File: config.mk
export PLATFORM = sky130hd
export DESIGN_NAME = dsp_regression_top
export DESIGN_NICKNAME = d
export VERILOG_FILES = /design/src/hw/dsp_pkg.sv /design/src/hw/bf16_mul.sv /design/src/hw/pair_mac.sv /design/src/hw/chain_adder.sv /design/src/hw/dsp_regression_top.sv
export SDC_FILE = /design/constraint.sdc
export NUM_CORES = 2
export LEC_CHECK = 0
export BUFFER_PORTS_ARGS = -buffer_cell sky130_fd_sc_hd__buf_2
export CELL_PAD_IN_SITES_DETAIL_PLACEMENT = 2
export CELL_PAD_IN_SITES_GLOBAL_PLACEMENT = 2
export CORE_MARGIN = 4
export CORE_UTILIZATION = 43
export DETAILED_ROUTE_END_ITERATION = 10
export HOLD_SLACK_MARGIN = 0.08
export PLACE_DENSITY_LB_ADDON = 0.1
export SLEW_MARGIN = 5
export SYNTH_ARGS = -nofsm -noshare
export SYNTH_HDL_FRONTEND = slang
export SYNTH_SLANG_ARGS = --single-unit
File: constraint.sdc
create_clock -name clk -period 18.1 [get_ports clk]
set_clock_uncertainty 0.15 [all_clocks]
set_input_delay 1.81 -clock clk [delete_from_list [all_inputs] [get_ports clk]]
set_output_delay 1.81 -clock clk [all_outputs]
set_load 0.05 [all_outputs]
File: src/hw/dsp_pkg.sv
`default_nettype none

package dsp_pkg;

	//////////////////////////////////////////////////////////////////////
	// bfloat16 format
	//////////////////////////////////////////////////////////////////////

	localparam int BF16_EXP_W = 8;     // Exponent bits
	localparam int BF16_MAN_W = 7;     // Stored mantissa bits, hidden one not stored
	localparam int BF16_BIAS  = 127;   // Exponent bias

	//////////////////////////////////////////////////////////////////////
	// Dot product lanes
	//////////////////////////////////////////////////////////////////////

	localparam int FEATURE_W = 16;     // Unsigned feature
	localparam int WEIGHT_W  = 8;      // Unsigned weight
	localparam int DOT_W     = 24;     // Result kept modulo 2^DOT_W

	// Pipeline depths seen from the top level ports
	localparam int MUL_LATENCY = 5;
	localparam int DOT_LATENCY = 3;

	// One bfloat16 number
	typedef struct packed {
		logic                  sign;
		logic [BF16_EXP_W-1:0] exp;
		logic [BF16_MAN_W-1:0] man;
	} bf16_t;

	// Operand classification, any_exc on top
	typedef struct packed {
		logic any_exc;
		logic a_nan;
		logic b_nan;
		logic a_inf;
		logic b_inf;
	} mul_flags_t;

	// One feature/weight pair
	typedef struct packed {
		logic [FEATURE_W-1:0] feature;
		logic [WEIGHT_W-1:0]  weight;
	} lane_t;

	typedef logic [DOT_W-1:0] dot_result_t;

endpackage

`default_nettype wire

File: src/hw/bf16_mul.sv
`timescale 1ns/1ps
`default_nettype none

module bf16_mul (
	input  logic                clk,
	input  logic                reset,
	input  dsp_pkg::bf16_t      i_a,
	input  dsp_pkg::bf16_t      i_b,
	output dsp_pkg::bf16_t      o_result,
	output dsp_pkg::mul_flags_t o_flags
);
	import dsp_pkg::*;

	localparam int PROD_W = 2 * (BF16_MAN_W + 1);   // 8x8 mantissa product

	// Prepare stage contents
	typedef struct packed {
		logic                sign;
		logic [BF16_EXP_W:0] exp_sum;   // Raw sum, bias still in
		logic [PROD_W-1:0]   prod;      // 2.14 fixed point
		mul_flags_t          flags;
	} prep_t;

	// Execute stage contents
	typedef struct packed {
		logic                  sign;
		logic [BF16_EXP_W-1:0] exp;
		logic [BF16_MAN_W-1:0] man;
		logic                  guard;   // First dropped bit
		logic                  rnd;     // Second dropped bit
		logic                  sticky;  // OR of the rest
		mul_flags_t            flags;
	} exec_t;

	// Round and output stage contents
	typedef struct packed {
		bf16_t      res;
		mul_flags_t flags;
	} round_t;

	bf16_t  a_q;
	bf16_t  b_q;
	prep_t  prep_d, prep_q;
	exec_t  exec_d, exec_q;
	round_t round_d, round_q;
	round_t out_q;
	logic [1:0] fill;   // Stage 1 and stage 2 hold sampled data

	logic                  norm;
	logic [BF16_EXP_W:0]   exp_full;
	logic                  round_up;
	logic [BF16_MAN_W+1:0] man_inc;   // Carry, hidden one, mantissa

	function automatic mul_flags_t classify(bf16_t a, bf16_t b);
		mul_flags_t f;
		f.a_nan   = (&a.exp) & (|a.man);
		f.b_nan   = (&b.exp) & (|b.man);
		f.a_inf   = (&a.exp) & ~(|a.man);
		f.b_inf   = (&b.exp) & ~(|b.man);
		f.any_exc = f.a_nan | f.b_nan | f.a_inf | f.b_inf;
		return f;
	endfunction

	//////////////////////////////////////////////////////////////////////
	// Prepare
	//////////////////////////////////////////////////////////////////////

	always_comb begin
		prep_d.sign    = a_q.sign ^ b_q.sign;
		prep_d.exp_sum = {1'b0, a_q.exp} + {1'b0, b_q.exp};
		prep_d.prod    = {1'b1, a_q.man} * {1'b1, b_q.man};   // Hidden ones back in
		prep_d.flags   = classify(a_q, b_q);
	end

	//////////////////////////////////////////////////////////////////////
	// Execute
	//////////////////////////////////////////////////////////////////////

	always_comb begin
		norm          = prep_q.prod[PROD_W-1];   // Product in [2,4)
		exp_full      = prep_q.exp_sum + (BF16_EXP_W+1)'(norm)
			- (BF16_EXP_W+1)'(BF16_BIAS);
		exec_d.sign   = prep_q.sign;
		exec_d.exp    = exp_full[BF16_EXP_W-1:0];   // Wraps, no over/underflow
		exec_d.flags  = prep_q.flags;
		if (norm) begin
			exec_d.man    = prep_q.prod[PROD_W-2 -: BF16_MAN_W];
			exec_d.guard  = prep_q.prod[BF16_MAN_W];
			exec_d.rnd    = prep_q.prod[BF16_MAN_W-1];
			exec_d.sticky = |prep_q.prod[BF16_MAN_W-2:0];
		end else begin
			exec_d.man    = prep_q.prod[PROD_W-3 -: BF16_MAN_W];
			exec_d.guard  = prep_q.prod[BF16_MAN_W-1];
			exec_d.rnd    = prep_q.prod[BF16_MAN_W-2];
			exec_d.sticky = |prep_q.prod[BF16_MAN_W-3:0];
		end
	end

	//////////////////////////////////////////////////////////////////////
	// Round to nearest even
	//////////////////////////////////////////////////////////////////////

	always_comb begin
		// Above half, or exactly half with odd LSB
		round_up          = exec_q.guard & (exec_q.rnd | exec_q.sticky | exec_q.man[0]);
		man_inc           = {2'b01, exec_q.man} + (BF16_MAN_W+2)'(round_up);
		round_d.res.sign  = exec_q.sign;
		round_d.res.exp   = exec_q.exp + BF16_EXP_W'(man_inc[BF16_MAN_W+1]);
		round_d.flags     = exec_q.flags;
		if (man_inc[BF16_MAN_W+1])
			round_d.res.man = man_inc[BF16_MAN_W:1];   // Renormalize after carry
		else
			round_d.res.man = man_inc[BF16_MAN_W-1:0];
	end

	always_ff @(posedge clk) begin
		if (reset) begin
			a_q     <= '0;
			b_q     <= '0;
			prep_q  <= '0;
			exec_q  <= '0;
			round_q <= '0;
			out_q   <= '0;
			fill    <= '0;
		end else begin
			a_q     <= i_a;
			b_q     <= i_b;
			fill    <= {fill[0], 1'b1};
			// Empty stages pass zeros, keeps outputs clear until data lands
			prep_q  <= fill[0] ? prep_d : '0;
			exec_q  <= fill[1] ? exec_d : '0;
			round_q <= round_d;
			out_q   <= round_q;
		end
	end

	assign o_result = out_q.res;
	assign o_flags  = out_q.flags;

	// Summary flag built in prepare must still match after four more stages
	a_any_exc: assert property (@(posedge clk) disable iff (reset)
		o_flags.any_exc == (o_flags.a_nan | o_flags.b_nan | o_flags.a_inf | o_flags.b_inf));

endmodule

`default_nettype wire

File: src/hw/pair_mac.sv
`timescale 1ns/1ps
`default_nettype none

module pair_mac #(
	parameter int RESULT_W = dsp_pkg::DOT_W
) (
	input  logic              clk,
	input  logic              reset,
	input  dsp_pkg::lane_t    i_lane_x,
	input  dsp_pkg::lane_t    i_lane_y,
	output logic [RESULT_W:0] o_sum
);
	import dsp_pkg::*;

	localparam int PROD_W = FEATURE_W + WEIGHT_W;   // Full unsigned product

	//////////////////////////////////////////////////////////////////////
	// Input registers
	//////////////////////////////////////////////////////////////////////

	lane_t lane_x_q;
	lane_t lane_y_q;

	logic [PROD_W-1:0] prod_x;
	logic [PROD_W-1:0] prod_y;

	assign prod_x = lane_x_q.feature * lane_x_q.weight;
	assign prod_y = lane_y_q.feature * lane_y_q.weight;

	always_ff @(posedge clk) begin
		if (reset) begin
			lane_x_q <= '0;
			lane_y_q <= '0;
			o_sum    <= '0;
		end else begin
			lane_x_q <= i_lane_x;   // Edge N+1
			lane_y_q <= i_lane_y;
			// Pair sum at edge N+2, one extra bit for the carry
			o_sum    <= (RESULT_W+1)'(prod_x) + (RESULT_W+1)'(prod_y);
		end
	end

	//////////////////////////////////////////////////////////////////////
	// Checks
	//////////////////////////////////////////////////////////////////////

	// Zero input regs after reset must not leave a stale sum behind
	a_sum_clear: assert property (@(posedge clk) $fell(reset) |=> o_sum == '0);

endmodule

`default_nettype wire

File: src/hw/chain_adder.sv
`timescale 1ns/1ps
`default_nettype none

module chain_adder #(
	parameter int RESULT_W = dsp_pkg::DOT_W
) (
	input  logic                 clk,
	input  logic                 reset,
	input  logic [RESULT_W:0]    i_sum_lo,
	input  logic [RESULT_W:0]    i_sum_hi,
	output dsp_pkg::dot_result_t o_result
);
	import dsp_pkg::*;

	logic [RESULT_W:0] sum_full;   // Lanes 0..3 combined

	assign sum_full = i_sum_lo + i_sum_hi;

	always_ff @(posedge clk) begin
		if (reset)
			o_result <= '0;
		else
			o_result <= dot_result_t'(sum_full[RESULT_W-1:0]);   // Modulo 2^RESULT_W
	end

	//////////////////////////////////////////////////////////////////////
	// Checks
	//////////////////////////////////////////////////////////////////////

	// Pair units clear too, so the first result after reset is zero
	a_result_clear: assert property (@(posedge clk) $fell(reset) |=> o_result == '0);

endmodule

`default_nettype wire

File: src/hw/dsp_regression_top.sv
`timescale 1ns/1ps
`default_nettype none

module dsp_regression_top #(
	parameter int RESULT_W = dsp_pkg::DOT_W
) (
	input  logic                      clk,
	input  logic                      reset,
	input  dsp_pkg::bf16_t            i_a,
	input  dsp_pkg::bf16_t            i_b,
	input  dsp_pkg::lane_t [3:0]      i_lanes,
	output dsp_pkg::bf16_t            o_mul_result,
	output dsp_pkg::mul_flags_t       o_mul_flags,
	output dsp_pkg::dot_result_t      o_dot_result
);

	//////////////////////////////////////////////////////////////////////
	// bfloat16 multiplier, 5 cycles
	//////////////////////////////////////////////////////////////////////

	bf16_mul u_mul (
		.clk      (clk),
		.reset    (reset),
		.i_a      (i_a),
		.i_b      (i_b),
		.o_result (o_mul_result),
		.o_flags  (o_mul_flags)
	);

	//////////////////////////////////////////////////////////////////////
	// Four lane dot product, 3 cycles
	//////////////////////////////////////////////////////////////////////

	logic [RESULT_W:0] sum_lo;   // Lanes 0 and 1
	logic [RESULT_W:0] sum_hi;   // Lanes 2 and 3

	pair_mac #(.RESULT_W(RESULT_W)) u_pair_lo (
		.clk      (clk),
		.reset    (reset),
		.i_lane_x (i_lanes[0]),
		.i_lane_y (i_lanes[1]),
		.o_sum    (sum_lo)
	);

	pair_mac #(.RESULT_W(RESULT_W)) u_pair_hi (
		.clk      (clk),
		.reset    (reset),
		.i_lane_x (i_lanes[2]),
		.i_lane_y (i_lanes[3]),
		.o_sum    (sum_hi)
	);

	chain_adder #(.RESULT_W(RESULT_W)) u_chain (
		.clk      (clk),
		.reset    (reset),
		.i_sum_lo (sum_lo),
		.i_sum_hi (sum_hi),
		.o_result (o_dot_result)
	);

endmodule

`default_nettype wire

## Word level (Yosys, flattened, before mapping)

Cells that the tools add are included.
Widths: inputs -> output; s select.

| cells by class | value |
|---|---|
| add/sub/neg operators | 8 |
| $mul | 5 |
| muxes and demuxes | 3 |
| bitwise gates (word level) | 15 |
| reduce and logical (&&, ||, !) cells | 8 |

Operator list:

| operator | number |
|---|---|
| $mul 16x8->24 | 4 |
| $add 24x24->24 | 3 |
| $add 8x1->8 | 2 |
| $mul 8x8->16 | 1 |
| $reduce_and 8->1 | 2 |
| $reduce_or 7->1 | 2 |
| $mux 10 | 1 |
| $add 8x1->9 | 1 |
| $add 8x8->8 | 1 |
| $sub 8x7->8 const B | 1 |
| $mux 7 | 1 |
| $reduce_or 6->1 | 1 |
| $and 1x1->1 | 5 |
| $or 1x1->1 | 5 |
| $reduce_or 5->1 | 1 |
| $not 1->1 | 4 |
| $reduce_or 2->1 | 2 |
| $mux 1 | 1 |
| $xor 1x1->1 | 1 |

| storage, ports and cells | value |
|---|---|
| bits in registers | 298 |
| input bits | 130 |
| output and inout bits | 45 |

## Logic depth before layout (Yosys ltp)

| logic depth | value |
|---|---|
| word-level depth | 5 |
| depth in mapped cells | 21 |
| gate-level depth less buffers | 20 |

## Modules after synthesis

A second synthesis with hierarchy kept.

| unflattened totals | value |
|---|---|
| cells, all modules | 3017 |
| area, all modules | 28448.5 um^2 |

By module, submodules not included:

| module | times used | cells each | area each (um^2) | sequential area each (um^2) |
|---|---|---|---|---|
| pair_mac (u_pair_hi) | 1 | 1077 | 10099.7 | 1461.4 |
| pair_mac (u_pair_lo) | 1 | 1068 | 9995.8 | 1461.4 |
| bf16_mul | 1 | 647 | 6448.7 | 2602.5 |
| chain_adder | 1 | 225 | 1904.3 | 480.5 |

## Worst setup path after synthesis

Ideal clock, no wire load.

| timing | value |
|---|---|
| path type | reg-to-reg |
| start | register u_pair_lo.lane_x_q[1] in the netlist's numbering |
| end | register u_pair_lo.o_sum[23] |
| library setup time | 0.064 ns |
| data arrival time | 5.625 ns |
| path slack | 12.261 ns |
| cell stages (with the launch flop) | 22 |
| buffers on the path | 2 |
| period minus slack after synthesis | 5.839 ns |
| cell sequence | dfxtp_1 clkbuf_1 nand2_1 fa_1 inv_1 fa_1 inv_1 fa_1 inv_1 fa_1 fa_1 inv_1 fa_1 inv_1 ha_1 buf_2 and4_4 and3_4 a221o_1 and3_4 or3_1 nand4_1 |

| on the way | value |
|---|---|
| longest elaborated chain between the ends | 2 |

RTL lines:

| element | line | RTL |
|---|---|---|
| start: declaration | pair_mac.sv:21 | `lane_t lane_x_q;` |
| start signal: assignment | pair_mac.sv:36 | `lane_x_q <= i_lane_x;` |
| $mul 16x8->24 | pair_mac.sv:27 | `assign prod_x = lane_x_q.feature * lane_x_q.weight;` |
| $add 24x24->24 | pair_mac.sv:39 | `o_sum <= (RESULT_W+1)'(prod_x) + (RESULT_W+1)'(prod_y);` |
| end signal: assignment | pair_mac.sv:39 |  |
| end: declaration | pair_mac.sv:11 | `output logic [RESULT_W:0] o_sum` |

Every way passes these cells.
A chain may end at the register's enable or synchronous reset.

## Final worst setup path

| timing | value |
|---|---|
| start | register u_pair_hi.lane_x_q[2] in the netlist's numbering |
| end | register u_pair_hi.o_sum[20] |

| on the way | value |
|---|---|
| longest elaborated chain between the ends | 2 |

RTL lines:

| element | line |
|---|---|
| start: declaration | pair_mac.sv:21 |
| start signal: assignment | pair_mac.sv:36 |
| $mul 16x8->24 | pair_mac.sv:27 |
| $add 24x24->24 | pair_mac.sv:39 |
| end signal: assignment | pair_mac.sv:39 |
| end: declaration | pair_mac.sv:11 |

Every way passes these cells.

==> results.yml <==
floorplan:
  num_rows: 93
  io_pins: 175
  dieArea_mm2: 0.0694
  core_mm2: 0.0646
  start_util_pct: 43.5
  die_x_um: 263
  die_h_um: 263
yosys:
  syn-num-nets: 3799
  synth_largest_area_cell: "fa_1"
  synth_edf_count: 0
  ys.flop_type: "dfxtp_1"
  synth_area_leaders: "fa_1 (32%), dfxtp_1 (21%), ha_1 (9.5%), inv_1 (7.4%), and2_1 (6.3%)"
  synth_largest_type_area_fraction_pct: 32.4
  yosysWarningCount: 0
  syn_area_mm2: 0.0281
  ys_seq_elements: 298
  netlist_instances: 3003
  syn_area_per_cell_um2: 9.35
  ys_seq_area_share_pct: 21.3
  synth.most_common_cell: "inv_1"
  synth-async-reset-ratio_pct: 0
  yosys-top-cells-count: "inv_1 (553), fa_1 (454), nand2_1 (342)"
  synth_cell_types: 69
setup_path:
  critPathKind: "register to register"
  reg2reg_depth: 17
  crit_arrival_ps: 6910
  critical_path.startpoint_type: "register"
  crit_required_ps: 18410
  crit_path_end_kind: "register"
  crit_fanout: 16
clock_network:
  cts-root-buf: "clkbuf_16"
  cts_tree: "yes"
  cts_setup_buffers: 0
  clk_path_buf_depth: 3
  htreeDepth: 2
  cts_sinks: 298
  cts-buffers-inserted: 38
  path_clk_slew_ps: 60
  insertion_delay_ps: 570
  holdBufCountCts: 0
  cts_resized: 0
global_routing:
  grt_pass1_vias: 25100
  grt_busiest_layer: "met2"
  grt_pass1_wl_um: 135000
  grt_max_degree: 105
  antenna_found_initial: 1
  met2_usage_pct: 44.2
  use_met3_pct: 3.16
  grt_remaining_overflow: 0
  grt_use_total_pct: 24.1
  use_met1_pct: 29.6
power_and_ir_drop:
  pwr_density_cell_mw_per_mm2: 90.5
  p_leak_nw: 15.0
  max-vdd-ir-drop_mv: 0.0626
detailed_routing:
  post_drt_wl_per_cell_um: 20.5
  via_per_inst: 5.18
  drt_pass1_iterations: 4
  postRouteAntennaNets: 0
  routed_wl_um: 82100
  drt_iter0_drc: 745
  drc: 0
  routed-via-count: 20800
timing:
  slew_viol_final: 0
  fmax_ghz: 0.152
  rsz0062_at_grt: "false"
  setup_viol: 0
  hold_violations: 0
  slew_headroom_pct: 31.3
  worst_slew_pin_slew_ps: 1020
  finalCriticalPeriod_ps: 6600
  fin_setup_tns_ps: 0
  timing.final.crit_share_pct: 36.4
cells_and_area:
  n_antenna_cell: 0
  fillerInstances: 7012
  design_area_mm2: 0.0310
  synthToLayoutAreaGrowth_pct: 10.3
  drive_gt1_share_pct: 8.39
  nNetsFinal: 3928
placement:
  dpl_cell_area_mm2: 0.0297
  dp_hpwl_um: 65900
  place_congestion: 0.823
  io_buffers: 174
worst_hold_path:
  hp-class: "register to register"
  hold_depth: 1
run:
  cap_violations: 0
status:
  status: "finished, final reports clean"
[area by class of cell]
cell class / count / area [um2] / share of cell area, %
Clock buffer: 45 / 1020 / 3.29
Clock inverter: 21 / 251 / 0.812
Inverter: 553 / 2080 / 6.70
Multi-Input combinational cell: 2064 / 19700 / 63.6
Sequential cell: 298 / 5970 / 19.3
Tap cell: 855 / 1070 / 3.46
Timing Repair Buffer: 177 / 902 / 2.91
[placed cells by master, fill, tap and decap left out, types with 25 or more instances in the layout]
cell type,count
nor2_1,107
inv_1,553
xnor2_1,40
nor2b_1,182
dfxtp_1,298
a21oi_1,67
fa_1,454
buf_2,173
a21o_1,25
nor3_1,49
and2_1,282
ha_1,212
o21ai_0,52
clkbuf_16,39
nand2_1,342
[per-layer routing]
metal | up-vias | routed length [um]
met2 | 305 | 43100
met5 | - | 0
met1 | 10900 | 34100
li1 | 9466 | -
met3 | 143 | 2410
met4 | 0 | 2400
[critical path, cell delays in order (launching register included)]
cell,delay (ps)
dfxtp_1,780
nand2_1,200
fa_1,540
fa_1,480
fa_1,550
inv_1,60
fa_1,510
fa_1,510
inv_1,60
fa_1,470
inv_1,40
ha_1,360
o21ai_0,310
a21oi_1,140
a211oi_2,560
nor4b_2,150
a31oi_1,230
mux2_2,350
[power breakdown]
group / leakage [nW] / switching [mW] / internal, mW
clock network: 0.623 / 0.326 / 0.463
logic: 11.9 / 0.755 / 0.452
registers: 2.46 / 0.0754 / 0.730
[kinds of logic (layout without fill, tap and decap cells)]
group / count (synthesis) / after routing / synth area share [%]
buffers and inverters: 641 / 796 / 8.64
AO/OA/AOI/OAI: 257 / 257 / 6.13
adder cells (fa/ha/maj): 666 / 666 / 41.8
AND/OR/NAND/NOR: 1060 / 1060 / 19.5
XOR/XNOR: 60 / 60 / 1.87
multiplexers: 21 / 21 / 0.785
flip-flops: 298 / 298 / 21.3
[flip-flops by register name, indices dropped and copies added (netlist names), 24 cells and up]
name	count
u_chain.o_result	24
u_pair_lo.o_sum	24
u_pair_hi.lane_x_q	24
u_mul.exec_q	24
u_pair_lo.lane_x_q	24
u_pair_hi.o_sum	24
u_pair_lo.lane_y_q	24
u_pair_hi.lane_y_q	24
[final timing paths]
check	from	end	slack (ps)
setup / recovery	u_pair_hi.lane_x_q[2]	u_pair_hi.o_sum[20]	11500
hold / removal	u_mul.exec_d[1]	u_mul.exec_q[1]	280
setup reg to reg	u_pair_hi.lane_x_q[2]	u_pair_hi.o_sum[20]	11500
hold reg to reg	u_mul.exec_d[1]	u_mul.exec_q[1]	280
[per-stage QoR]
stage,utilization [%],instances,hold WS (ps),worst slack (ps),power (mW)
finish,47.9,4013,280,11500,2.80
floorplan,-,3003,256,12260,1.67
detailed placement,46.0,3947,267,11630,2.02
CTS,47.9,4013,285,11590,2.84
global placement,46.0,3947,260,11870,1.95
global route,47.9,4013,300,11250,3.02
No activity file was read; power rests on OpenSTA's default activity.
